File: src/rtl/cache_pkg.sv
package cache_pkg;

	// byte address layout is tag | index | offset
	localparam int tag_lsb = 11;
	localparam int index_lsb = 3;

	// cache and memory geometry
	localparam int num_sets = 256;
	localparam int words_per_line = 4;
	localparam int mem_words = 32768;
	// cycles from accepted read strobe to data
	localparam int mem_latency = 2;
	// cycles a bank stays busy after any access
	localparam int bank_busy_cycles = 4;

	typedef logic [15:0] word_t;
	typedef logic [15:0] addr_t;
	typedef logic [4:0] tag_t;
	typedef logic [7:0] index_t;
	typedef logic [2:0] offset_t;
	// bank select, address bits two and one
	typedef logic [1:0] bank_t;

	// control bundle for one way
	typedef struct packed {
		logic enable;
		logic comp;
		logic write;
		logic valid_in;
		tag_t tag;
		index_t index;
		offset_t offset;
		word_t data;
	} way_req_t;

	typedef struct packed {
		logic hit;
		logic dirty;
		logic valid;
		tag_t tag;
		word_t data;
	} way_resp_t;

	typedef struct packed {
		logic wr;
		logic rd;
		addr_t addr;
		word_t data;
	} mem_req_t;

	// one busy flag per bank
	typedef struct packed {
		word_t data;
		logic [words_per_line-1:0] busy;
		logic stall;
		logic err;
	} mem_resp_t;

	typedef enum logic [3:0] {
		idle,
		comp_read,
		comp_write,
		evict_0,
		evict_1,
		evict_2,
		evict_3,
		fill_0,
		fill_1,
		fill_2,
		fill_3,
		fill_wait,
		retry,
		error_done
	} ctrl_state_e;

endpackage
File: src/rtl/cache_ctrl.sv
`timescale 1ns/1ps

module cache_ctrl
	import cache_pkg::*;
(
	input  logic      clk,
	input  logic      rst_n,
	input  addr_t     addr,
	input  word_t     data_in,
	input  logic      rd,
	input  logic      wr,
	input  way_resp_t way_0_resp,
	input  way_resp_t way_1_resp,
	output way_req_t  way_0_req,
	output way_req_t  way_1_req,
	input  mem_resp_t mem_resp,
	output mem_req_t  mem_req,
	output word_t     data_out,
	output logic      done,
	output logic      cache_hit,
	output logic      err,
	output logic      stall
);

	// request held for the whole transaction
	addr_t addr_q;
	word_t data_in_q;
	logic rd_q;
	logic wr_q;

	// registered way answers
	way_resp_t way_0_q;
	way_resp_t way_1_q;
	way_resp_t way_merged;

	logic victim_q;
	logic cmp_cycle_q;
	logic sel_comb;
	logic sel_q;
	logic sel;
	logic fsm_busy;
	way_req_t way_req;

	always_ff @(posedge clk) begin
		if (rd | wr) begin
			addr_q <= addr;
			data_in_q <= data_in;
		end
	end

	always_ff @(posedge clk) begin
		if (!rst_n) begin
			rd_q <= 1'b0;
			wr_q <= 1'b0;
			way_0_q <= '0;
			way_1_q <= '0;
			victim_q <= 1'b0;
			cmp_cycle_q <= 1'b0;
			sel_q <= 1'b0;
		end else begin
			rd_q <= rd;
			wr_q <= wr;
			way_0_q <= way_0_resp;
			way_1_q <= way_1_resp;
			// flips on every request pulse
			victim_q <= victim_q ^ (rd | wr);
			// cycle where fsm sits in its compare state
			cmp_cycle_q <= rd_q | wr_q;
			if (cmp_cycle_q) begin
				sel_q <= sel_comb;
			end
		end
	end

	// empty way first, else the victim bit
	assign sel_comb = !way_0_q.valid ? 1'b0 :
			!way_1_q.valid ? 1'b1 : victim_q;
	// choice is live in the compare cycle, latched after
	assign sel = cmp_cycle_q ? sel_comb : sel_q;

	// hitting way wins, else the chosen way
	always_comb begin
		if (way_1_q.hit) begin
			way_merged = way_1_q;
		end else if (way_0_q.hit) begin
			way_merged = way_0_q;
		end else begin
			way_merged = sel ? way_1_q : way_0_q;
		end
	end

	// compares go to both ways, everything else to the chosen one
	always_comb begin
		way_0_req = way_req;
		way_1_req = way_req;
		way_0_req.enable = way_req.enable & (way_req.comp | ~sel);
		way_1_req.enable = way_req.enable & (way_req.comp | sel);
	end

	// from request pulse through the done cycle
	assign stall = rd | wr | rd_q | wr_q | fsm_busy;

	cache_fsm u_fsm (
		.clk       (clk),
		.rst_n     (rst_n),
		.rd        (rd_q),
		.wr        (wr_q),
		.addr      (addr_q),
		.data_in   (data_in_q),
		.way       (way_merged),
		.mem       (mem_resp),
		.way_req   (way_req),
		.mem_req   (mem_req),
		.data_out  (data_out),
		.done      (done),
		.cache_hit (cache_hit),
		.err       (err),
		.busy      (fsm_busy)
	);

endmodule

File: src/rtl/cache_fsm.sv
`timescale 1ns/1ps

module cache_fsm
	import cache_pkg::*;
(
	input  logic      clk,
	input  logic      rst_n,
	input  logic      rd,
	input  logic      wr,
	input  addr_t     addr,
	input  word_t     data_in,
	input  way_resp_t way,
	input  mem_resp_t mem,
	output way_req_t  way_req,
	output mem_req_t  mem_req,
	output word_t     data_out,
	output logic      done,
	output logic      cache_hit,
	output logic      err,
	output logic      busy
);

	ctrl_state_e state;
	ctrl_state_e next_state;
	ctrl_state_e step_next;

	// word returned to the requester after a refill
	word_t data_q;
	logic write_op;

	// refill words in flight from memory
	logic [mem_latency-1:0] ret_valid;
	logic [1:0] ret_word [mem_latency];

	tag_t req_tag;
	index_t req_index;
	logic bad_req;
	logic rd_accept;
	logic [1:0] step_word;

	assign req_tag = addr[15:tag_lsb];
	assign req_index = addr[tag_lsb-1:index_lsb];
	// odd address or both strobes
	assign bad_req = (rd & wr) | ((rd | wr) & addr[0]);
	assign busy = (state != idle);
	// hit data comes straight from the way
	assign data_out = (state == comp_read) ? way.data : data_q;

	// word index and successor of each evict and fill step
	always_comb begin
		step_word = 2'd0;
		step_next = idle;
		unique case (state)
			evict_0: step_next = evict_1;
			evict_1: begin
				step_word = 2'd1;
				step_next = evict_2;
			end
			evict_2: begin
				step_word = 2'd2;
				step_next = evict_3;
			end
			evict_3: begin
				step_word = 2'd3;
				step_next = fill_0;
			end
			fill_0: step_next = fill_1;
			fill_1: begin
				step_word = 2'd1;
				step_next = fill_2;
			end
			fill_2: begin
				step_word = 2'd2;
				step_next = fill_3;
			end
			fill_3: begin
				step_word = 2'd3;
				step_next = fill_wait;
			end
			default: step_next = idle;
		endcase
	end

	always_comb begin
		next_state = state;
		done = 1'b0;
		cache_hit = 1'b0;
		err = 1'b0;
		rd_accept = 1'b0;
		way_req = '0;
		way_req.tag = req_tag;
		way_req.index = req_index;
		way_req.offset = addr[index_lsb-1:0];
		way_req.data = data_in;
		mem_req = '0;
		mem_req.addr = addr;
		mem_req.data = way.data;
		// refill word arriving from memory
		if (ret_valid[mem_latency-1]) begin
			way_req.enable = 1'b1;
			way_req.write = 1'b1;
			way_req.valid_in = 1'b1;
			way_req.offset = {ret_word[mem_latency-1], 1'b0};
			way_req.data = mem.data;
		end
		unique case (state)
			idle: begin
				if (bad_req) begin
					next_state = error_done;
				end else if (rd | wr) begin
					// both ways compare, a write lands only on the hit way
					way_req.enable = 1'b1;
					way_req.comp = 1'b1;
					way_req.write = wr;
					next_state = wr ? comp_write : comp_read;
				end
			end
			comp_read, comp_write: begin
				if (way.hit) begin
					done = 1'b1;
					cache_hit = 1'b1;
					next_state = idle;
				end else begin
					// fetch victim word 0 ahead of eviction
					way_req.enable = 1'b1;
					way_req.offset = '0;
					next_state = (way.valid & way.dirty) ? evict_0 : fill_0;
				end
			end
			evict_0, evict_1, evict_2, evict_3: begin
				mem_req.wr = 1'b1;
				mem_req.addr = {way.tag, req_index, step_word, 1'b0};
				way_req.enable = 1'b1;
				if (mem.err) begin
					next_state = error_done;
				end else if (mem.stall) begin
					// reread the same word for the repeated strobe
					way_req.offset = {step_word, 1'b0};
				end else begin
					way_req.offset = {step_word + 2'd1, 1'b0};
					next_state = step_next;
				end
			end
			fill_0, fill_1, fill_2, fill_3: begin
				mem_req.rd = 1'b1;
				mem_req.addr = {req_tag, req_index, step_word, 1'b0};
				if (mem.err) begin
					next_state = error_done;
				end else if (!mem.stall) begin
					rd_accept = 1'b1;
					next_state = step_next;
				end
			end
			fill_wait: begin
				// last word is written in the cycle we leave
				if (ret_valid[mem_latency-2:0] == '0) begin
					next_state = retry;
				end
			end
			retry: begin
				way_req.enable = 1'b1;
				way_req.comp = 1'b1;
				way_req.write = write_op;
				done = 1'b1;
				next_state = idle;
			end
			error_done: begin
				done = 1'b1;
				err = 1'b1;
				next_state = idle;
			end
			default: next_state = idle;
		endcase
	end

	always_ff @(posedge clk) begin
		if (!rst_n) begin
			state <= idle;
			write_op <= 1'b0;
			ret_valid <= '0;
		end else begin
			state <= next_state;
			if ((state == idle) && (rd | wr)) begin
				write_op <= wr;
			end
			ret_valid[0] <= rd_accept;
			for (int i = 1; i < mem_latency; i++) begin
				ret_valid[i] <= ret_valid[i-1];
			end
		end
	end

	always_ff @(posedge clk) begin
		ret_word[0] <= step_word;
		for (int i = 1; i < mem_latency; i++) begin
			ret_word[i] <= ret_word[i-1];
		end
		// keep the requested word as it streams by
		if (ret_valid[mem_latency-1] && (ret_word[mem_latency-1] == addr[2:1])) begin
			data_q <= mem.data;
		end
	end

endmodule

File: config.mk
export PLATFORM = sky130hd
export DESIGN_NAME = cache_ctrl
export DESIGN_NICKNAME = d
export VERILOG_FILES = /design/src/rtl/cache_pkg.sv /design/src/rtl/cache_ctrl.sv /design/src/rtl/cache_fsm.sv
export SDC_FILE = /design/constraint.sdc
export NUM_CORES = 1
export LEC_CHECK = 0
export ABC_AREA = 1
export BUFFER_PORTS_ARGS = -buffer_cell sky130_fd_sc_hd__buf_2
export CAP_MARGIN = 20
export CORE_MARGIN = 2
export CORE_UTILIZATION = 42
export DETAILED_ROUTE_END_ITERATION = 10
export PLACE_DENSITY = 0.76
export SETUP_SLACK_MARGIN = 0.1
export SLEW_MARGIN = 20
export SYNTH_ARGS = -nofsm -noshare
export SYNTH_HDL_FRONTEND = slang
export SYNTH_SLANG_ARGS = --single-unit
File: constraint.sdc
create_clock -name clk -period 2.7 [get_ports clk]
set_input_delay 0.405 -clock clk [delete_from_list [all_inputs] [get_ports clk]]
set_output_delay 0.405 -clock clk [all_outputs]
set_load 0.005 [all_outputs]
# Word level (Yosys, flattened, before mapping)
# Memories as Yosys holds them, arrays and structs flattened.
# Cells that the tools add are included.
[totals] mem_bits_rw=4 out_inout_bits=126 input_bits=106 word_cells=111 regBits=108 mem_count=1
[classes] muxes=38 addsub=1 reduce_logical=15 bitwise_logic=17 eq_ne=17
[mem_list] memory="u_fsm.ret_word" depth=2 width=2 rd=2 rd_ports_with_merged_regs=0 wr=2 line_no="cache_fsm.sv:33" text="logic [1:0] ret_word [mem_latency];"
[ops] op="24-bit two-way mux" n=2
[ops] op="16-bit one-hot mux with 2 select lines" n=1
[ops] op="4-bit one-hot mux with 8 select lines" n=1
[ops] op="4-bit == test (second input constant)" n=6
[ops] op="4-bit two-way mux" n=6
[ops] op="23-bit two-way mux" n=1
[ops] op="19-bit two-way mux" n=1
[ops] op="3-bit two-way mux" n=6
[ops] op="4-bit by 3-bit == test with 1-bit output (second input constant)" n=4
[ops] op="16-bit two-way mux" n=1
[ops] op="4-bit one-hot mux with 4 select lines" n=1
[ops] op="1-bit two-way mux" n=11
[ops] op="2-bit OR reduction" n=5
[ops] op="4-bit by 2-bit == test with 1-bit output (second input constant)" n=2
[ops] op="1-bit bitwise OR" n=8
[ops] op="4-bit OR reduction" n=2
[ops] op="8-bit OR reduction" n=1
[ops] op="2-bit one-hot mux with 3 select lines" n=1
[ops] op="3-bit one-hot mux with 2 select lines" n=1
[ops] op="1-bit AND" n=5
[ops] op="5-bit OR reduction" n=1
[ops] op="4-bit by 1-bit == test with 1-bit output (second input constant)" n=1
[ops] op="4-bit zero test" n=1
[ops] op="2-bit two-way mux" n=2
[ops] op="other kinds (14)" n=17

# Longest topological paths before layout
# Gate-level depths: netlist of run 1.
[depth] ltp_word=10 mapped_depth=11

# Hierarchy
# From an unflattened synthesis of run 1, not the netlist that was laid out.
[hier_totals] cells_unflattened=614 area_unflattened_um2=5287.6
[by_module_without_submodules] mod="cache_ctrl" area_each_um2=3140.5 n_inst=1 cells_per_inst=328 seq_area_each_um2=2021.9
[by_module_without_submodules] mod="cache_fsm" area_each_um2=2147.1 n_inst=1 cells_per_inst=286 seq_area_each_um2=700.7

# Worst setup path before layout of run 1
# Ideal clock, no wire load.
[synth_path] path_type="register to register" from="register u_fsm.ret_valid[1]" to="register u_fsm.data_q[0] (enable)" period_less_slack_ns=2.552 path_stages_with_launch=4 path_slack_ns=0.148 arrival_time_ns=2.138 path_cell_list="dfxtp_1 > clkbuf_1 > o21ai_0 > a211oi_1"
[synth_between] elab_chain_cells=1
[synth_lines] item="start, declared" line_no="cache_fsm.sv:32" text="logic [mem_latency-1:0] ret_valid;"
[synth_lines] item="start signal, assigned by index" line_no="cache_fsm.sv:188" text="ret_valid[i] <= ret_valid[i-1];"
[synth_lines] item="1-bit logical AND" line_no="cache_fsm.sv:199" text="if (ret_valid[mem_latency-1] && (ret_word[mem_latency-1] == addr[2:1])) begin"
[synth_lines] item="end signal, assigned" line_no="cache_fsm.sv:200" text="data_q <= mem.data;"
[synth_lines] item="end, declared" line_no="cache_fsm.sv:28" text="word_t data_q;"
# No other way between the ends.
# A chain may end at the register's enable or synchronous reset.

==> results of run 1 <==
-- worst max-delay path, stage by stage (launching register included) --
cell and delay [ps]:
dfxtp_1 460, nand2_4 130, inv_1 140, nand2_1 80
o21ai_2 150, nand2_1 120, nand3_1 170, inv_1 90
o21ai_1 180, buf_2 150
-- cell usage after synthesis --
master	instances
nand3b_1	1
nand2_1	195
a21oi_4	1
edfxtp_1	48
nor3_1	2
inv_1	82
o21a_1	2
xor2_1	2
nor2_1	36
clkinv_1	1
o2111ai_1	1
a21oi_2	2
a32o_1	1
o21ai_0	19
inv_2	5
clkbuf_1	9
dfxtp_1	64
nand3_4	1
buf_4	57
nand2_2	1
a21oi_1	8
nor2_4	1
nor2_2	1
nor3_2	1
a211oi_1	1
o211ai_1	2
buf_2	8
o21ai_1	1
nand3_1	10
nand2_4	3
nor4_1	1
o21ai_2	1
a31oi_1	16
o21ai_4	1
-- worst max-delay path by stage --
| stage | cells after the start | from | slack, ps | end |
|---|---|---|---|---|
| finish | 9 | u_fsm.state[0] | 280 | way_0_req[17] |
| global placement | 11 | victim_q | 600 | data_out[5] |
| CTS | 11 | victim_q | 170 | data_out[5] |
| floorplan | 3 | u_fsm.ret_valid[1] | 150 | u_fsm.data_q[0] |
| global route | 9 | u_fsm.state[0] | 140 | way_0_req[17] |
| detailed placement | 11 | victim_q | 560 | data_out[5] |
-- sequential cells by signal (all words and copies together), names as in the netlist --
| signal | count |
|---|---|
| addr_q | 16 |
| data_in_q | 16 |
| u_fsm.ret_word | 4 |
| wr_q | 1 |
| u_fsm.ret_valid | 2 |
| u_fsm.state | 4 |
| cmp_cycle_q | 1 |
| u_fsm.data_q | 16 |
| way_0_q | 24 |
| sel_q | 1 |
| u_fsm.write_op | 1 |
| victim_q | 1 |
| way_1_q | 24 |
| rd_q | 1 |
-- routing by layer --
| metal | part of all wire, % | GRT usage (%) | routed length (um) |
|---|---|---|---|
| met5 | 0 | 0 | 0 |
| met2 | 50 | 32.89 | 6040 |
| met3 | 6.0 | 5.292 | 735 |
| met4 | 1.1 | 4.634 | 133 |
| met1 | 43 | 23.54 | 5280 |
-- area by class of cell --
type                       instances  area (um^2)  area share [%]
antenna                            1        2.502         0.04046
timing repair buffer             238         1219           19.70
multi-input combinational        311         1406           22.74
clock buffer                      10        229.0           3.702
sequential                       112         2724           44.04
clock inverter                     6        91.34           1.477
tap                              143        178.9           2.893
inverter                          88        334.1           5.402
-- cell usage in the layout, fill, tap and decap left out, drive strengths merged, types with 11 or more instances in the layout --
cell type | synthesis | layout
buf | 65 | 238
nand2 | 199 | 199
inv | 87 | 88
dfxtp | 64 | 64
edfxtp | 48 | 48
nor2 | 38 | 38
o21ai | 22 | 22
a31oi | 16 | 16
nand3 | 11 | 11
a21oi | 11 | 11
-- what timing repair did --
item                       4_1_cts  5_1_grt
setup buffers                    0        2
resized for setup                0        2
setup endpoints to repair        0       16
-- power by group through the flow --
stage | clock, mW | combinational (mW) | sequential, mW
finish | 1.42 | 1.40 | 1.99
global route | 1.52 | 1.56 | 2.01
CTS | 1.47 | 1.40 | 1.99
detailed placement | 0 | 1.39 | 2.03
global placement | 0 | 1.37 | 2.02
floorplan | 0 | 0.941 | 2.00
-- kinds of logic (layout without fill, tap and decap cells) --
logic type      Yosys count  count (layout)  share of synthesized area, %
simple gates            253             253                         20.71
buf+inv                 162             342                         16.80
flops                   112             112                         54.96
compound gates           56              56                         7.174
xor+xnor                  2               2                        0.3537
other cells               0               1                             0
-- through the flow --
stage                     std cells  power (mW)  hold slack (ps)
after floorplan                 585       2.939            309.6
after global placement          890       3.393            312.9
after detailed placement        890       3.413            316.0
after CTS                       906       4.856            212.2
after global routing            908       5.091            205.1
final                           909       4.809            227.1
==> results.md, run 1 <==
* Via/cell ratio at 4.575
* Worst setup margin at approximately 280 ps
* 1st-pass router iterations at 4
* Reg2Reg Capture Point: u_fsm.data_q[10]
* Setup TNS at 0 ps
* Tmin final at between 2000 and 2500 ps
* Synthesized instance count at 585
* Type of the most critical hold path: in -> reg
* Cell count of the worst hold path at 1
* Largest net degree at the start of global routing at 33
* Max IR drop VDD at roughly 0.58 mV
* Die area at 12680 um^2
* Finished Core Util at between 50 and 60%
* Syn Area/Cell at 8.468 um^2
* Worst Skew at 7.242 ps
* Sw Ratio at 31.48%
* Synthesized Nets at around 690
* Layout cell share with drive strength beyond 1 at between 30% and 40%
* Clock-pin transition on the worst setup and hold timing paths at approximately 70 ps
* # fillers at roughly 1100
* Die Span Y at about 110 um
* Fin area at about 6000 um^2
* Clk buf depth at 2
* Slew HR at 71.95%
* Antenna violations before repair at 0
* WL/cell at ~13 um
* DRC Markers at 0
* Num CTS Buffers at 9
* Worst Setup Start Kind: flop
* ANT nets after route at 0
* Total net switching power at 1.514 mW
* Slew @ Worst Pin at about 420 ps
* WL final at about 12000 um
* IO buf count at around 230
* Initial core utilization at 43.20%
* First-pass GRT wire length at approximately 19000 um
* Status: completed
* Sequential share of power at around two fifths
* Combinational power share at ~29%
* Hold Vio Cnt, Final at 0
* Top achievable clock speed at 413.3 MHz
* H-Tree Depth at 3
* Vias in the first global route at just under 4000
* Synthesized flop and latch total at about 110
* Worst skew pair latency at between 300 and 400 ps
* Die X at roughly 110 um
* Library cells used by synthesis at 34
* RSZ-0062 raised after global routing: no
* Vias post-DR at 4159
* RD Place Congestion at ~0.90
* Core box area at around 11000 um^2
* Global route overflow at 0
* Detailed Place HPWL at between 9000 and 10000 um
* Final slew viol count at 0
* I/O pins at about 230
* Area Growth Syn to Fin at 24.85%
* Flop-to-flop setup slack at between 1000 and 1500 ps
* Num Clock Sinks at around 110
* Worst EP required at around 2300 ps
* CTS tree: yes
* Synth warnings at 0
* DP Area at between 5000 and 6000 um^2
* Yosys top cell by area: edfxtp_1
* Pre-CTS WS at approximately 560 ps
* RR Startpoint: u_fsm.ret_valid[1]
* Hold path start: addr[1]
* Post-route clock period utilization at between 80% and 90%
* Initial DRC Count at between 200 and 250
* Hold EP: addr_q[1]
* # setup viols final at 0
* CTS Hold Bufs at 0
* Clk pwr share at between 20 and 30%
* Crit path capture type: output pin
* Synth top area cells: edfxtp_1 29%, dfxtp_1 26%, nand2_1 15%
* Pwr dens at a little under 800 nW/um^2
* GRT Total Usage at 19.01%
* Length in cells of the worst reg-to-reg path at 4
* Arrival time worst endpoint at 2010 ps
* Max cap viols at 0
* Fin nets at approximately 870
* Int Power at approximately 3.3 mW
* Pleak at 3.436 nW
* CP max FO at 7
* Yosys top cell area share at 29.10%
* Mapped Area at a little under 5000 um^2
* Register area share after synthesis at between 50% and 60%
* Std cell rows at 39
* Root Buffer: clkbuf_16
* Setup CP Type: reg -> out
Note: power is estimated with default switching activity, not from simulation.
==> run 2, diff against run 1 <==
==> constraint.sdc (replaced) <==
create_clock -name clk -period 2.1 [get_ports clk]
set_input_delay 0.315 -clock clk [delete_from_list [all_inputs] [get_ports clk]]
set_output_delay 0.315 -clock clk [all_outputs]
set_load 0.005 [all_outputs]
==> run 2 against run 1 <==
Against the previous run: global-route usage grew 0.16 points; core utilization grew 5.8 points; routed wire length grew 12%; clock-buffer cell count is the same; first-iteration DRC count shrank 1.3%; register-to-register slack lost 450 ps; via count grew 3.7%; sequential share of layout area shrank 4.0 points; combinational power grew 88%; clock skew is essentially flat; clock power grew 29%.
==> results.md, run 2 (same netlist as run 1, synthesis figures left out) <==
* Top flop regs: way_0_q (24), way_1_q (24)
* Die X at 112.6 um (unchanged)
* Worst Setup Start Kind: flop
* Worst Skew at 7.041 ps (-0.2015 ps)
* Area Growth Syn to Fin at 38.34%
* RR Startpoint: addr_q[2]
* Max IR drop VDD at 0.9155 mV (+59%)
* Total power at 7.055 mW (+47%)
* IO buf count at 227 (unchanged)
* First-pass GRT wire length at 18980 um (+0.44%)
* Placed Cells at 894 (+0.45%)
* Most common cell after layout, fill and taps aside: buf_2
* Final slew viol count at 0 (unchanged)
* Worst Setup SP: u_fsm.state[2]
* CTS Hold Bufs at 0 (unchanged)
* Status: completed
* CTS tree: yes
* Finished Core Util at 59.76% (+5.8 points)
* CP max FO at 8 (+1)
* Clock-pin transition on the worst setup and hold timing paths at 70 ps (about the same)
* ANT nets after route at 0 (unchanged)
* RSZ-0062 raised after global routing: yes
* Pre-CTS WS at 180.0 ps (-376.2 ps)
* ANT cells at 0 (-1)
* Max cap viols at 0 (unchanged)
* Worst EP required at 1780 ps (-520 ps)
* Pleak at 3.683 nW (+7.2%)
* Most frequent cells in the layout: 227 x buf_2, 171 x nand2_1, 73 x inv_1
* Vias in the first global route at 3907 (+0.21%)
* WL/cell at 14.61 um (+9.0%)
* Vias post-DR at 4312 (+3.7%)
* Via/cell ratio at 4.622 (+1.0%)
* RD Place Congestion at 0.8956 (-0.44%)
* Die area at 12680 um^2 (unchanged)
* Tmin final at around 2100 ps
* Fin nets at 891 (+2.9%)
* Largest net degree at the start of global routing at 33 (unchanged)
* Top achievable clock speed at 477.8 MHz
* Antenna violations before repair at 0 (unchanged)
* Root Buffer: clkbuf_16
* Slew HR at 68.44% (-3.5 points)
* Setup CP Type: reg -> out
* # setup viols final at 0 (unchanged)
* Post-route clock period utilization at roughly 100%
* Hold Vio Cnt, Final at 0 (unchanged)
* Num Clock Sinks at 112 (unchanged)
* # fillers at 1002 (-7.5%)
* Setup TNS at 0 ps (unchanged)
* Std cell rows at 39 (unchanged)
* Worst setup margin at 7.223 ps (-273.4 ps)
* Length in cells of the worst reg-to-reg path at 4 (unchanged)
* H-Tree Depth at 3 (unchanged)
* 1st-pass router iterations at 5 (+1)
* Die Span Y at 112.6 um (unchanged)
* Layout cell share with drive strength beyond 1 at 46.46% (+11 points)
* Clk buf depth at 2 (unchanged)
* Detailed Place HPWL at 9137 um (-0.28%)
* I/O pins at 232 (unchanged)
* Initial DRC Count at 222 (-1.3%)
* Initial core utilization at 43.20% (unchanged)
* WL final at 13630 um (+12%)
* Cell count of the worst hold path at 1 (unchanged)
* Arrival time worst endpoint at 1780 ps (-230 ps)
* Final std cells w/o fill at 933 (+2.6%)
* Core box area at 11470 um^2 (unchanged)
* GRT Total Usage at 19.17% (+0.16 points)
* Num CTS Buffers at 9 (unchanged)
* Pwr dens at 1029 nW/um^2 (+32%)
* DRC Markers at 0 (unchanged)
* Hold path start: data_in[10]
* Slew @ Worst Pin at 473.3 ps (+52.62 ps)
* Global route overflow at 0 (unchanged)
* Type of the most critical hold path: in -> reg
* Worst skew pair latency at 350 ps (about the same)
* Crit path capture type: output pin
==> run 2: power breakdown <==
part | switching [mW] | internal, mW
logic | 1.42 | 1.21
registers | 0.128 | 2.46
clock network | 0.759 | 1.07
==> run 2: worst paths after layout <==
path,endpoint,slack (ps)
worst max-delay path,data_out[0],7
worst min-delay path,data_in_q[10],140
worst max register to register,u_fsm.data_q[12],600
worst min register to register,u_fsm.ret_word[0][3],330
==> run 2: critical path, stage by stage (launching register included) <==
cell and delay (ps):
dfxtp_4 370, nor2_4 190, inv_2 60, nor2_4 240, buf_12 150, clkbuf_16 160, a31oi_2 110, buf_2 140
==> run 2: final cells by class <==
| class | count | area [um^2] | share of cell area, % |
|---|---|---|---|
| flip-flops and latches | 112 | 2743 | 40.02 |
| well taps | 143 | 178.9 | 2.611 |
| inverters | 88 | 345.3 | 5.039 |
| multi-input cells | 311 | 1703 | 24.85 |
| clock buffers | 10 | 239.0 | 3.487 |
| repair buffers | 263 | 1562 | 22.79 |
| clock inverters | 6 | 82.58 | 1.205 |
==> run 2: per-stage QoR <==
stage                     cell area (um^2)  hold slack [ps]
final                                 6853            137.9
after global routing                  6853            119.3
after CTS                             6359            122.7
after detailed placement              5904            313.6
after global placement                5904            311.2
after floorplan                       4966            309.6
==> run 2: what timing repair did <==
item | 4_1_cts | 5_1_grt
setup endpoints to repair | 38 | 48
cloned | 1 | 4
resized for setup | 32 | 83
pin swaps | 6 | 21
buffers inserted | 3 | 15
==> run 2: metal layers <==
layer,wire length [um],vias to the layer above,global-route usage [%]
met5,0,-,0
met2,6940,182,33.21
met3,897,15,5.832
li1,-,2163,-
met1,5636,1952,23.45
met4,160,0,4.553
